File: src/exec_pkg.sv
// Execute stage width typedefs with unit, operation, branch and writeback codes
`default_nettype none

package exec_pkg;

    typedef logic [31:0] word_t;        // Operand or result word
    typedef logic [31:1] pc_t;          // PC without bit 0
    typedef logic [4:0]  reg_addr_t;    // Register file address
    typedef logic [1:0]  unit_t;        // Functional unit select
    typedef logic [3:0]  op_t;          // Per-unit operation code
    typedef logic [3:0]  br_t;          // Branch or jump code
    typedef logic [2:0]  cmp_t;         // {lt, ltu, eq}
    typedef logic [1:0]  wb_src_t;      // Writeback source select

    // Unit select
    localparam unit_t UNIT_NONE = 2'd0;
    localparam unit_t UNIT_ALU  = 2'd1;
    localparam unit_t UNIT_BM   = 2'd2;
    localparam unit_t UNIT_MUL  = 2'd3;

    // ALU codes
    localparam op_t OP_ADD  = 4'd0;
    localparam op_t OP_SUB  = 4'd1;
    localparam op_t OP_AND  = 4'd2;
    localparam op_t OP_OR   = 4'd3;
    localparam op_t OP_XOR  = 4'd4;
    localparam op_t OP_SLL  = 4'd5;
    localparam op_t OP_SRL  = 4'd6;
    localparam op_t OP_SRA  = 4'd7;
    localparam op_t OP_SLT  = 4'd8;
    localparam op_t OP_SLTU = 4'd9;

    // Bit-manipulation codes reuse the ALU code space
    localparam op_t OP_RVRS  = 4'd0;
    localparam op_t OP_CNTZ  = 4'd1;
    localparam op_t OP_CNTP  = 4'd2;
    localparam op_t OP_PKG   = 4'd3;
    localparam op_t OP_SLADD = 4'd4;
    localparam op_t OP_HMDST = 4'd5;

    // Multiplier codes
    localparam op_t OP_MUL    = 4'd0;
    localparam op_t OP_MULH   = 4'd1;
    localparam op_t OP_MULHSU = 4'd2;
    localparam op_t OP_MULHU  = 4'd3;

    // Branch codes
    localparam br_t BR_NONE = 4'd0;
    localparam br_t BR_EQ   = 4'd1;
    localparam br_t BR_NE   = 4'd2;
    localparam br_t BR_LT   = 4'd3;
    localparam br_t BR_GE   = 4'd4;
    localparam br_t BR_LTU  = 4'd5;
    localparam br_t BR_GEU  = 4'd6;
    localparam br_t BR_JAL  = 4'd7;
    localparam br_t BR_JALR = 4'd8;

    // Bit positions inside cmp_t
    localparam int CMP_LT  = 2;
    localparam int CMP_LTU = 1;
    localparam int CMP_EQ  = 0;

    // Writeback source
    localparam wb_src_t WB_RESULT = 2'd0;
    localparam wb_src_t WB_PC     = 2'd1;
    localparam wb_src_t WB_MUL    = 2'd2;

endpackage

`default_nettype wire

File: src/wb_if.sv
// Writeback bundle interface with driver and receiver modports
`timescale 1ns/1ns
`default_nettype none

interface wb_if;
    import exec_pkg::*;

    reg_addr_t rd_addr;     // Destination register
    pc_t       pc_inc;      // Link value for jumps
    word_t     rd_value;    // Single-cycle unit result
    wb_src_t   src;         // Selects which value writeback uses
    logic      wen;         // Register file write enable

    modport driver (
        output rd_addr, pc_inc, rd_value, src, wen
    );

    modport receiver (
        input rd_addr, pc_inc, rd_value, src, wen
    );

endinterface

`default_nettype wire
File: src/alu.sv
// Integer ALU with add, subtract, logic, shift and set-less-than operations
`timescale 1ns/1ns
`default_nettype none

module alu (
    input  exec_pkg::word_t value1_i,
    input  exec_pkg::word_t value2_i,
    input  exec_pkg::op_t   op_i,
    output exec_pkg::word_t result_o
);
    import exec_pkg::*;

    logic [4:0] shamt;      // Only low five bits shift

    assign shamt = value2_i[4:0];

    always_comb begin
        case (op_i)
            OP_ADD: begin
                result_o = value1_i + value2_i;
            end
            OP_SUB: begin
                result_o = value1_i - value2_i;
            end
            OP_AND: begin
                result_o = value1_i & value2_i;
            end
            OP_OR: begin
                result_o = value1_i | value2_i;
            end
            OP_XOR: begin
                result_o = value1_i ^ value2_i;
            end
            OP_SLL: begin
                result_o = value1_i << shamt;
            end
            OP_SRL: begin
                result_o = value1_i >> shamt;
            end
            OP_SRA: begin
                result_o = word_t'($signed(value1_i) >>> shamt);
            end
            OP_SLT: begin
                result_o = word_t'($signed(value1_i) < $signed(value2_i));
            end
            OP_SLTU: begin
                result_o = word_t'(value1_i < value2_i);
            end
            default: begin
                result_o = '0;  // Unused codes
            end
        endcase
    end

endmodule

`default_nettype wire

File: src/bitmanip_unit.sv
// Bit-manipulation unit with byte reverse, ctz, popcount, pack, shift-add and Hamming distance
`timescale 1ns/1ns
`default_nettype none

module bitmanip_unit (
    input  exec_pkg::word_t value1_i,
    input  exec_pkg::word_t value2_i,
    input  exec_pkg::op_t   op_i,
    output exec_pkg::word_t result_o
);
    import exec_pkg::*;

    function automatic word_t popcount(input word_t v);
        word_t cnt;
        cnt = '0;
        for (int i = 0; i < 32; i++) begin
            cnt = cnt + word_t'(v[i]);
        end
        return cnt;
    endfunction

    function automatic word_t trailing_zeros(input word_t v);
        word_t cnt;
        cnt = 32'd32;                   // All zero input
        for (int i = 31; i >= 0; i--) begin
            if (v[i]) begin
                cnt = word_t'(i);       // Lowest set bit wins
            end
        end
        return cnt;
    endfunction

    always_comb begin
        case (op_i)
            OP_RVRS:  result_o = {value1_i[7:0], value1_i[15:8],
                                  value1_i[23:16], value1_i[31:24]};
            OP_CNTZ:  result_o = trailing_zeros(value1_i);
            OP_CNTP:  result_o = popcount(value1_i);
            OP_PKG:   result_o = {value2_i[15:0], value1_i[15:0]};
            OP_SLADD: result_o = (value1_i << 1) + value2_i;
            OP_HMDST: result_o = popcount(value1_i ^ value2_i);
            default:  result_o = '0;
        endcase
    end

endmodule

`default_nettype wire

File: src/branch_resolve.sv
// Branch condition evaluation and jump target from the ALU result
`timescale 1ns/1ns
`default_nettype none

module branch_resolve (
    input  exec_pkg::br_t   br_i,
    input  exec_pkg::cmp_t  cmp_i,
    input  exec_pkg::word_t alu_result_i,   // rs1+imm or pc+imm
    output exec_pkg::pc_t   target_o,
    output logic            taken_o
);
    import exec_pkg::*;

    always_comb begin
        case (br_i)
            BR_EQ:   taken_o =  cmp_i[CMP_EQ];
            BR_NE:   taken_o = ~cmp_i[CMP_EQ];
            BR_LT:   taken_o =  cmp_i[CMP_LT];
            BR_GE:   taken_o = ~cmp_i[CMP_LT];
            BR_LTU:  taken_o =  cmp_i[CMP_LTU];
            BR_GEU:  taken_o = ~cmp_i[CMP_LTU];
            BR_JAL:  taken_o = 1'b1;
            BR_JALR: taken_o = 1'b1;
            default: taken_o = 1'b0;    // Fetch reads this every cycle
        endcase
    end

    assign target_o = alu_result_i[31:1];

endmodule

`default_nettype wire

File: src/exec_ctrl.sv
// Result select, forwarding outputs and writeback register of the execute stage
`timescale 1ns/1ns
`default_nettype none

module exec_ctrl (
    input  logic               clk_i,
    input  logic               rst_i,
    input  exec_pkg::unit_t    unit_i,
    input  exec_pkg::br_t      br_i,
    input  exec_pkg::reg_addr_t rd_addr_i,
    input  exec_pkg::pc_t      pc_inc_i,
    input  exec_pkg::word_t    alu_result_i,
    input  exec_pkg::word_t    bm_result_i,
    output exec_pkg::word_t    fwd_value_o,
    output logic               fwd_valid_o,
    wb_if.driver               wb
);
    import exec_pkg::*;

    word_t   result;
    wb_src_t src_next;
    logic    is_jump;
    logic    is_cond_br;
    logic    wen_next;

    assign is_jump    = (br_i == BR_JAL) || (br_i == BR_JALR);
    assign is_cond_br = br_i inside {BR_EQ, BR_NE, BR_LT, BR_GE, BR_LTU, BR_GEU};

    assign result      = (unit_i == UNIT_BM) ? bm_result_i : alu_result_i;
    assign fwd_value_o = result;
    assign fwd_valid_o = (unit_i != UNIT_MUL);     // Product arrives next cycle

    always_comb begin
        if (is_jump) begin
            src_next = WB_PC;
        end else if (unit_i == UNIT_MUL) begin
            src_next = WB_MUL;
        end else begin
            src_next = WB_RESULT;
        end
    end

    // No write to x0 and none for conditional branches
    assign wen_next = (rd_addr_i != '0) &&
                      (is_jump || ((unit_i != UNIT_NONE) && !is_cond_br));

    always_ff @(posedge clk_i) begin
        if (rst_i) begin
            wb.wen      <= 1'b0;
            wb.src      <= WB_RESULT;
            wb.rd_addr  <= '0;
            wb.rd_value <= '0;
        end else begin
            wb.wen      <= wen_next;
            wb.src      <= src_next;
            wb.rd_addr  <= rd_addr_i;
            wb.rd_value <= result;
        end
    end

    always_ff @(posedge clk_i) begin
        wb.pc_inc <= pc_inc_i;  // Link value for WB_PC
    end

endmodule

`default_nettype wire

File: src/exec_stage.sv
// Execute stage top level connecting ALU, bit-manip, multiplier, branch and control blocks
`timescale 1ns/1ns
`default_nettype none

module exec_stage (
    input  logic                clk_i,
    input  logic                rst_i,
    input  exec_pkg::unit_t     unit_i,
    input  exec_pkg::op_t       op_i,
    input  exec_pkg::br_t       br_i,
    input  exec_pkg::reg_addr_t rd_addr_i,
    input  exec_pkg::pc_t       pc_inc_i,
    input  exec_pkg::word_t     value1_i,
    input  exec_pkg::word_t     value2_i,
    input  exec_pkg::cmp_t      cmp_i,      // {lt, ltu, eq}
    output exec_pkg::pc_t       jump_target_o,
    output logic                jump_taken_o,
    output exec_pkg::word_t     fwd_value_o,
    output logic                fwd_valid_o,
    output exec_pkg::reg_addr_t wb_rd_addr_o,
    output exec_pkg::pc_t       wb_pc_inc_o,
    output exec_pkg::word_t     wb_rd_value_o,
    output exec_pkg::word_t     wb_mul_value_o,
    output exec_pkg::wb_src_t   wb_src_o,
    output logic                wb_wen_o
);
    import exec_pkg::*;

    word_t alu_result;
    word_t bm_result;

    wb_if wb0 ();

    alu alu0 (
        .value1_i (value1_i),
        .value2_i (value2_i),
        .op_i     (op_i),
        .result_o (alu_result)
    );

    bitmanip_unit bm0 (
        .value1_i (value1_i),
        .value2_i (value2_i),
        .op_i     (op_i),
        .result_o (bm_result)
    );

    mul_unit mul0 (
        .clk_i    (clk_i),
        .rst_i    (rst_i),
        .value1_i (value1_i),
        .value2_i (value2_i),
        .op_i     (op_i),
        .result_o (wb_mul_value_o)  // Already aligned with writeback
    );

    branch_resolve br0 (
        .br_i         (br_i),
        .cmp_i        (cmp_i),
        .alu_result_i (alu_result),
        .target_o     (jump_target_o),
        .taken_o      (jump_taken_o)
    );

    exec_ctrl ctrl0 (
        .clk_i        (clk_i),
        .rst_i        (rst_i),
        .unit_i       (unit_i),
        .br_i         (br_i),
        .rd_addr_i    (rd_addr_i),
        .pc_inc_i     (pc_inc_i),
        .alu_result_i (alu_result),
        .bm_result_i  (bm_result),
        .fwd_value_o  (fwd_value_o),
        .fwd_valid_o  (fwd_valid_o),
        .wb           (wb0.driver)
    );

    // Writeback bundle out to plain ports
    assign wb_rd_addr_o  = wb0.rd_addr;
    assign wb_pc_inc_o   = wb0.pc_inc;
    assign wb_rd_value_o = wb0.rd_value;
    assign wb_src_o      = wb0.src;
    assign wb_wen_o      = wb0.wen;

endmodule

`default_nettype wire

File: src/mul_unit.sv
// Registered 32x32 multiplier for MUL, MULH, MULHSU and MULHU
`timescale 1ns/1ns
`default_nettype none

module mul_unit (
    input  logic            clk_i,
    input  logic            rst_i,
    input  exec_pkg::word_t value1_i,
    input  exec_pkg::word_t value2_i,
    input  exec_pkg::op_t   op_i,
    output exec_pkg::word_t result_o
);
    import exec_pkg::*;

    logic        sign1;
    logic        sign2;
    logic [32:0] operand1;      // One extra bit for sign or zero extension
    logic [32:0] operand2;
    logic [65:0] product;

    always_comb begin
        case (op_i)
            OP_MULH: begin
                sign1 = 1'b1;
                sign2 = 1'b1;
            end
            OP_MULHSU: begin
                sign1 = 1'b1;   // rs1 signed, rs2 unsigned
                sign2 = 1'b0;
            end
            default: begin
                sign1 = 1'b0;   // MUL low word is the same either way
                sign2 = 1'b0;
            end
        endcase
    end

    assign operand1 = {sign1 & value1_i[31], value1_i};
    assign operand2 = {sign2 & value2_i[31], value2_i};
    assign product  = 66'($signed(operand1) * $signed(operand2));

    always_ff @(posedge clk_i) begin
        if (rst_i) begin
            result_o <= '0;
        end else begin
            result_o <= (op_i == OP_MUL) ? product[31:0] : product[63:32];
        end
    end

endmodule

`default_nettype wire

File: config.mk
export PLATFORM = sky130hd
export DESIGN_NAME = exec_stage
export DESIGN_NICKNAME = d
export VERILOG_FILES = /design/src/exec_pkg.sv /design/src/wb_if.sv /design/src/alu.sv /design/src/bitmanip_unit.sv /design/src/branch_resolve.sv /design/src/exec_ctrl.sv /design/src/exec_stage.sv /design/src/mul_unit.sv
export SDC_FILE = /design/constraint.sdc
export NUM_CORES = 2
export LEC_CHECK = 0
export ABC_CLOCK_PERIOD_IN_PS = 15330
export BUFFER_PORTS_ARGS = -buffer_cell sky130_fd_sc_hd__buf_2
export CAP_MARGIN = 15
export CORE_UTILIZATION = 65
export CTS_CLUSTER_DIAMETER = 30
export DETAILED_ROUTE_END_ITERATION = 12
export PLACE_DENSITY_LB_ADDON = 0.3
export SYNTH_ARGS = -nofsm -noshare
export SYNTH_HDL_FRONTEND = slang
export SYNTH_SLANG_ARGS = --single-unit
File: constraint.sdc
create_clock -name clk_i -period 15.33 [get_ports clk_i]
set_clock_uncertainty 0.2 [all_clocks]
set_input_delay 0.7665 -clock clk_i [delete_from_list [all_inputs] [get_ports clk_i]]
set_output_delay 0.7665 -clock clk_i [all_outputs]
set_load 0.01 [all_outputs]
# --- After elaboration in Yosys (flattened, before gate mapping) ---
# Cells that the tools add are included.
totals:
  register_bits: 103
op_classes:
  bitwise: 8
  order_cmp: 2
  eq_ne: 20
  n_mul: 1
  reduce_logical: 12
  n_shift: 3
  mux: 41
  n_addsub: 65
op_table:
  columns: ["operator", "count"]
  rows:
  - ["32-bit by 1-bit adder with 32-bit output", 60]
  - ["32-bit one-hot mux with 10 select lines", 1]
  - ["6-bit 2-to-1 mux", 32]
  - ["32-bit one-hot mux with 6 select lines", 1]
  - ["32-bit adder", 2]
  - ["32-bit < comparator", 2]
  - ["33-bit by 33-bit multiplier with 64-bit output", 1]
  - ["32-bit 2-to-1 mux", 2]
  - ["32-bit AND", 1]
  - ["4-bit by 3-bit equality test with 1-bit output, second input constant", 8]
  - ["32-bit bitwise OR", 1]
  - ["32-bit by 5-bit << shifter with 32-bit output", 1]
  - ["32-bit by 5-bit >> shifter with 32-bit output", 1]
  - ["32-bit by 5-bit >>> shifter with 32-bit output", 1]
  - ["32-bit subtractor", 1]
  - ["32-bit XOR", 1]
  - ["4-bit by 2-bit equality test with 1-bit output, second input constant", 4]
  - ["4-bit equality test, second input constant", 3]
  - ["4-bit by 1-bit equality test with 1-bit output, second input constant", 2]
  - ["1-bit one-hot mux with 7 select lines", 1]
  - ["6-bit nonzero test", 1]
  - ["2-bit OR reduction", 3]
  - ["5-bit nonzero test", 1]
  - ["1-bit by 1-bit adder with 2-bit output", 2]
  - ["other kinds (11)", 19]

# --- Logic depth before layout (Yosys ltp) ---
depth:
  word_depth: 34
  mapped_depth: 33

# --- By module ---
# From an unflattened synthesis, not the netlist that was laid out.
hier_totals:
  cells_unflattened: 6255
  hier_area_um2: 54358.4
by_module_without_submodules:
  columns: ["module", "area_per_inst_um2", "seq_area_each_um2", "n_inst", "cells_per_inst"]
  rows:
  - ["mul_unit", 39056.2, 640.6, 1, 4347]
  - ["alu", 8464.4, 0.0, 1, 1184]
  - ["bitmanip_unit", 4264.1, 0.0, 1, 525]
  - ["exec_ctrl", 2277.2, 1421.4, 1, 159]
  - ["branch_resolve", 296.5, 0.0, 1, 40]

# --- Least setup slack after synthesis ---
# OpenSTA, ideal clock, no wires.
synth_path:
  path_kind: "input to register"
  startpoint: "input op_i[2]"
  endpoint: "register mul0.result_o[27]"
  t_arrival_ps: 9214
  required_time_ps: 15010
  cell_stages: 30
  n_path_buf: 4
  slack_ps: 5796
  cell_sequence: "clkbuf_1 -> or2_2 -> clkbuf_1 -> a21oi_1 -> and2_0 -> clkbuf_1 -> nand2_1 -> fa_1 -> fa_1 -> inv_1 -> fa_1 -> inv_1 -> fa_1 -> inv_1 -> fa_1 -> fa_1 -> fa_1 -> inv_1 -> fa_1 -> inv_1 -> ha_1 -> clkbuf_1 -> and3_1 -> and2_1 -> o31ai_1 -> nand3_1 -> o21a_1 -> o31ai_1 -> mux2_2 -> a211o_1"
synth_between:
  elab_chain_cells: 6
  elab_cells_between_ends: 10
synth_rtl:
  columns: ["item", "line_no", "rtl"]
  rows:
  - ["from (decl)", "exec_stage.sv:9", "input exec_pkg::op_t op_i,"]
  - ["4-bit by 1-bit equality test with 1-bit output / 4-bit by 2-bit equality test with 1-bit output (equally long branches)", "mul_unit.sv:22", "case (op_i)"]
  - ["2-bit OR reduction (no source line)", null, null]
  - ["1-bit 2-to-1 mux", "mul_unit.sv:22", null]
  - ["1-bit AND", "mul_unit.sv:38", "assign operand1 = {sign1 & value1_i[31], value1_i};"]
  - ["33-bit by 33-bit multiplier with 64-bit output", "mul_unit.sv:40", "assign product = 66'($signed(operand1) * $signed(operand2));"]
  - ["32-bit 2-to-1 mux *", "mul_unit.sv:46", "result_o <= (op_i == OP_MUL) ? product[31:0] : product[63:32];"]
  - ["to (signal assigned)", "mul_unit.sv:46", null]
  - ["to (decl)", "mul_unit.sv:11", "output exec_pkg::word_t result_o"]
# Mark *: on every way between the ends. The rest lies on a longest branch, timed or not.
# A chain may end at the register's enable or synchronous reset.

# --- Final worst setup path ---
layout_path:
  startpoint: "input op_i[0]"
  endpoint: "register mul0.result_o[27]"
# The elaborated chain is that of the path after synthesis.

==> key figures <==
STA
  • Setup_tns: 0 ps
  • Minimum clock period: 10220 ps
  • RSZ-0062 raised after global routing: no
  • Max Freq: 0.0979 GHz
  • Worst-Margin Slew: 1280 ps
  • Final Slew Violations: 0
  • Rel. slew slack: 0.136
  • Final Setup Violations: 0
  • Fin crit share: 0.666
  • Hold Vio Cnt, Final: 0

Layout
  • Area of the multi-input gates: 0.0443 mm²
  • Layout cells sized above 1: 0.0792
  • Reg area: 0.00206 mm²
  • Fillcell total: 6277
  • Final nets: 7932
  • Area grow syn2layout: 4.31%

Setup path
  • Slowest CP cell: fa_1
  • Critical path launch point type: primary input
  • Crit path max fanout: 33
  • CP Class: in -> reg
  • Crit-path max cell delay: 810 ps
  • Most common cell on crit path: fa_1
  • CP Data Required Time: 15440 ps
  • Worst Setup End Kind: flip-flop
  • CP Data Arrival Time: 10330 ps

Synth
  • Dominant cell type by area after synthesis: fa_1
  • Cells after Synth: 6269
  • Yosys Warn Count: 0
  • Synth top area share: 0.445
  • Syn Std Cell Area: 0.0529 mm²
  • Post-synthesis sequential area ratio: 0.0390
  • Main synth FF type: dfxtp_1
  • Count leader, synth: inv_1
  • EDFF count, synth: 0
  • Top cells by area, synth: fa_1, inv_1, ha_1
  • Commonest cells in the synthesized netlist: inv_1, fa_1, nand2_1, nor2_1, ha_1
  • Yosys reg bits: 103
  • Distinct cell type count after synthesis: 97
  • Syn avg cell area: 8.43 µm²
  • Post-synth ARST share: 0
  • Syn Nets: 7916

Global route
  • First-pass GRT wire length: 326000 µm
  • Gr usage total: 0.554
  • Largest net degree at the start of global routing: 65
  • Overflow after GRT: 0
  • Antenna violations before repair: 4
  • Vias in the first global route: 50800

Hold path
  • Worst hold path type: in -> reg

CTS
  • H-tree levels: 3
  • Worst-path clk slew: 90 ps
  • CTS tree: done
  • Hold_buf cts: 0
  • Root Buffer: clkbuf_16
  • CTS sink cnt: 103
  • Postcts setup bufs: 0
  • Clock buffer depth: 2
  • Post-CTS sizing: 0
  • Num CTS Buffers: 9

Floorplanning
  • Site row count: 104
  • IO Count: 283
  • Core ar.: 0.0805 mm²
  • Die Width: 287 µm
  • Die ar.: 0.0825 mm²
  • Initial Utilization: 0.656
  • Die H: 287 µm

Drt
  • DRC: 0
  • Vias/cell: 6.74
  • Routed len/inst: 30.6 µm
  • Via count: 49600
  • Total Wirelength: 225000 µm
  • Initial DRT Pass Iterations: 11
  • Post-DRT Antenna Nets: 0
  • DRT iter0 DRCs: 7082

Run
  • Number of max-cap violations: 0

Place
  • PortBufs: 282
  • Gp weighted congestion: 1.08
  • HPWL after detailed placement: 172000 µm

Status
  • Status: finished, final reports clean
## per-layer routing
| layer | track usage | vias to the layer above | part of all wire |
|---|---|---|---|
| met5 | 0.00233 | - | 0.00018 |
| met4 | 0.473 | 4 | 0.11 |
| met3 | 0.258 | 1460 | 0.17 |
| met2 | 0.759 | 4506 | 0.40 |
| met1 | 0.655 | 24100 | 0.32 |
| li1 | - | 19500 | - |
## worst paths after layout
kind | from | endpoint | slack [ps] | cells after the start
worst max-delay path | op_i[0] | mul0.result_o[27]$_SDFF_PP0_ | 5110 | 33
worst min-delay path | pc_inc_i[23] | ctrl0.wb.pc_inc[23]$_DFF_P_ | 240 | 1
## worst max-delay path: cells and delay by family
kind / cells / cell delay, ps
and+or+nand+nor: 6 / 1030
AOI/OAI and AO/OA: 5 / 940
adders and majority gates: 9 / 4950
muxes: 1 / 360
buffers and inverters: 12 / 2220
## area by class of cell
type / instances / share of cell area
inverter: 1355 / 0.0922
timing repair buffer: 370 / 0.0377
antenna: 7 / 0.000318
sequential: 103 / 0.0374
clock inverter: 6 / 0.000976
multi-input combinational: 4446 / 0.803
clock buffer: 10 / 0.00415
tap: 1060 / 0.0241
## cells by family (layout without fill, tap and decap cells)
family | Yosys count | count (layout) | share of synthesized area
simple gates | 1757 | 1757 | 0.138
compound gates | 938 | 938 | 0.119
buf+inv | 1720 | 1741 | 0.123
fa+ha+maj | 1532 | 1532 | 0.530
flops | 103 | 103 | 0.0390
xor+xnor | 101 | 101 | 0.0167
mux | 118 | 118 | 0.0336
other cells | 0 | 7 | 0
## stage by stage
stage | instances | hold WS (ps) | cell area (µm²) | worst slack, ps | utilization
6_report | 7357 | 244 | 55100 | 5110 | 0.685
2_1_floorplan | 6269 | 594 | 52900 | 5800 | -
4_1_cts | 7349 | 231 | 55100 | 5230 | 0.684
3_5_place_dp | 7333 | 671 | 54800 | 4840 | 0.681
5_1_grt | 7350 | 242 | 55100 | 4700 | 0.684
3_3_place_gp | 7333 | 669 | 54800 | 5000 | 0.681
## state kept, by name (all words and copies together) (netlist names)
name and flops:
ctrl0.wb.wen 1, ctrl0.wb.src 2, ctrl0.wb.rd_addr 5, ctrl0.wb.pc_inc 31, mul0.result_o 32, ctrl0.wb.rd_value 32
## placed cells by master, fill, tap and decap left out, types with 20 or more instances in the layout
master / count
a211oi_1: 42
a21o_1: 68
a21oi_1: 248
a22oi_1: 22
a31oi_1: 38
and3_1: 32
buf_2: 280
buf_4: 90
clkinv_1: 20
dfxtp_1: 103
fa_1: 1176
ha_1: 356
inv_1: 1323
mux2i_1: 57
mux4_2: 46
nand2_1: 986
nand2b_1: 24
nand3_1: 57
nand4_1: 22
nor2_1: 460
nor2b_1: 43
nor3_1: 46
nor4_1: 21
o211ai_1: 31
o21ai_0: 161
o21bai_1: 25
o22ai_1: 38
o31ai_1: 21
xnor2_1: 62
xor2_1: 39
Power is left out: the tool's default activity adds up to more than one toggle a clock period on the data nets, which glitch-free logic cannot reach.
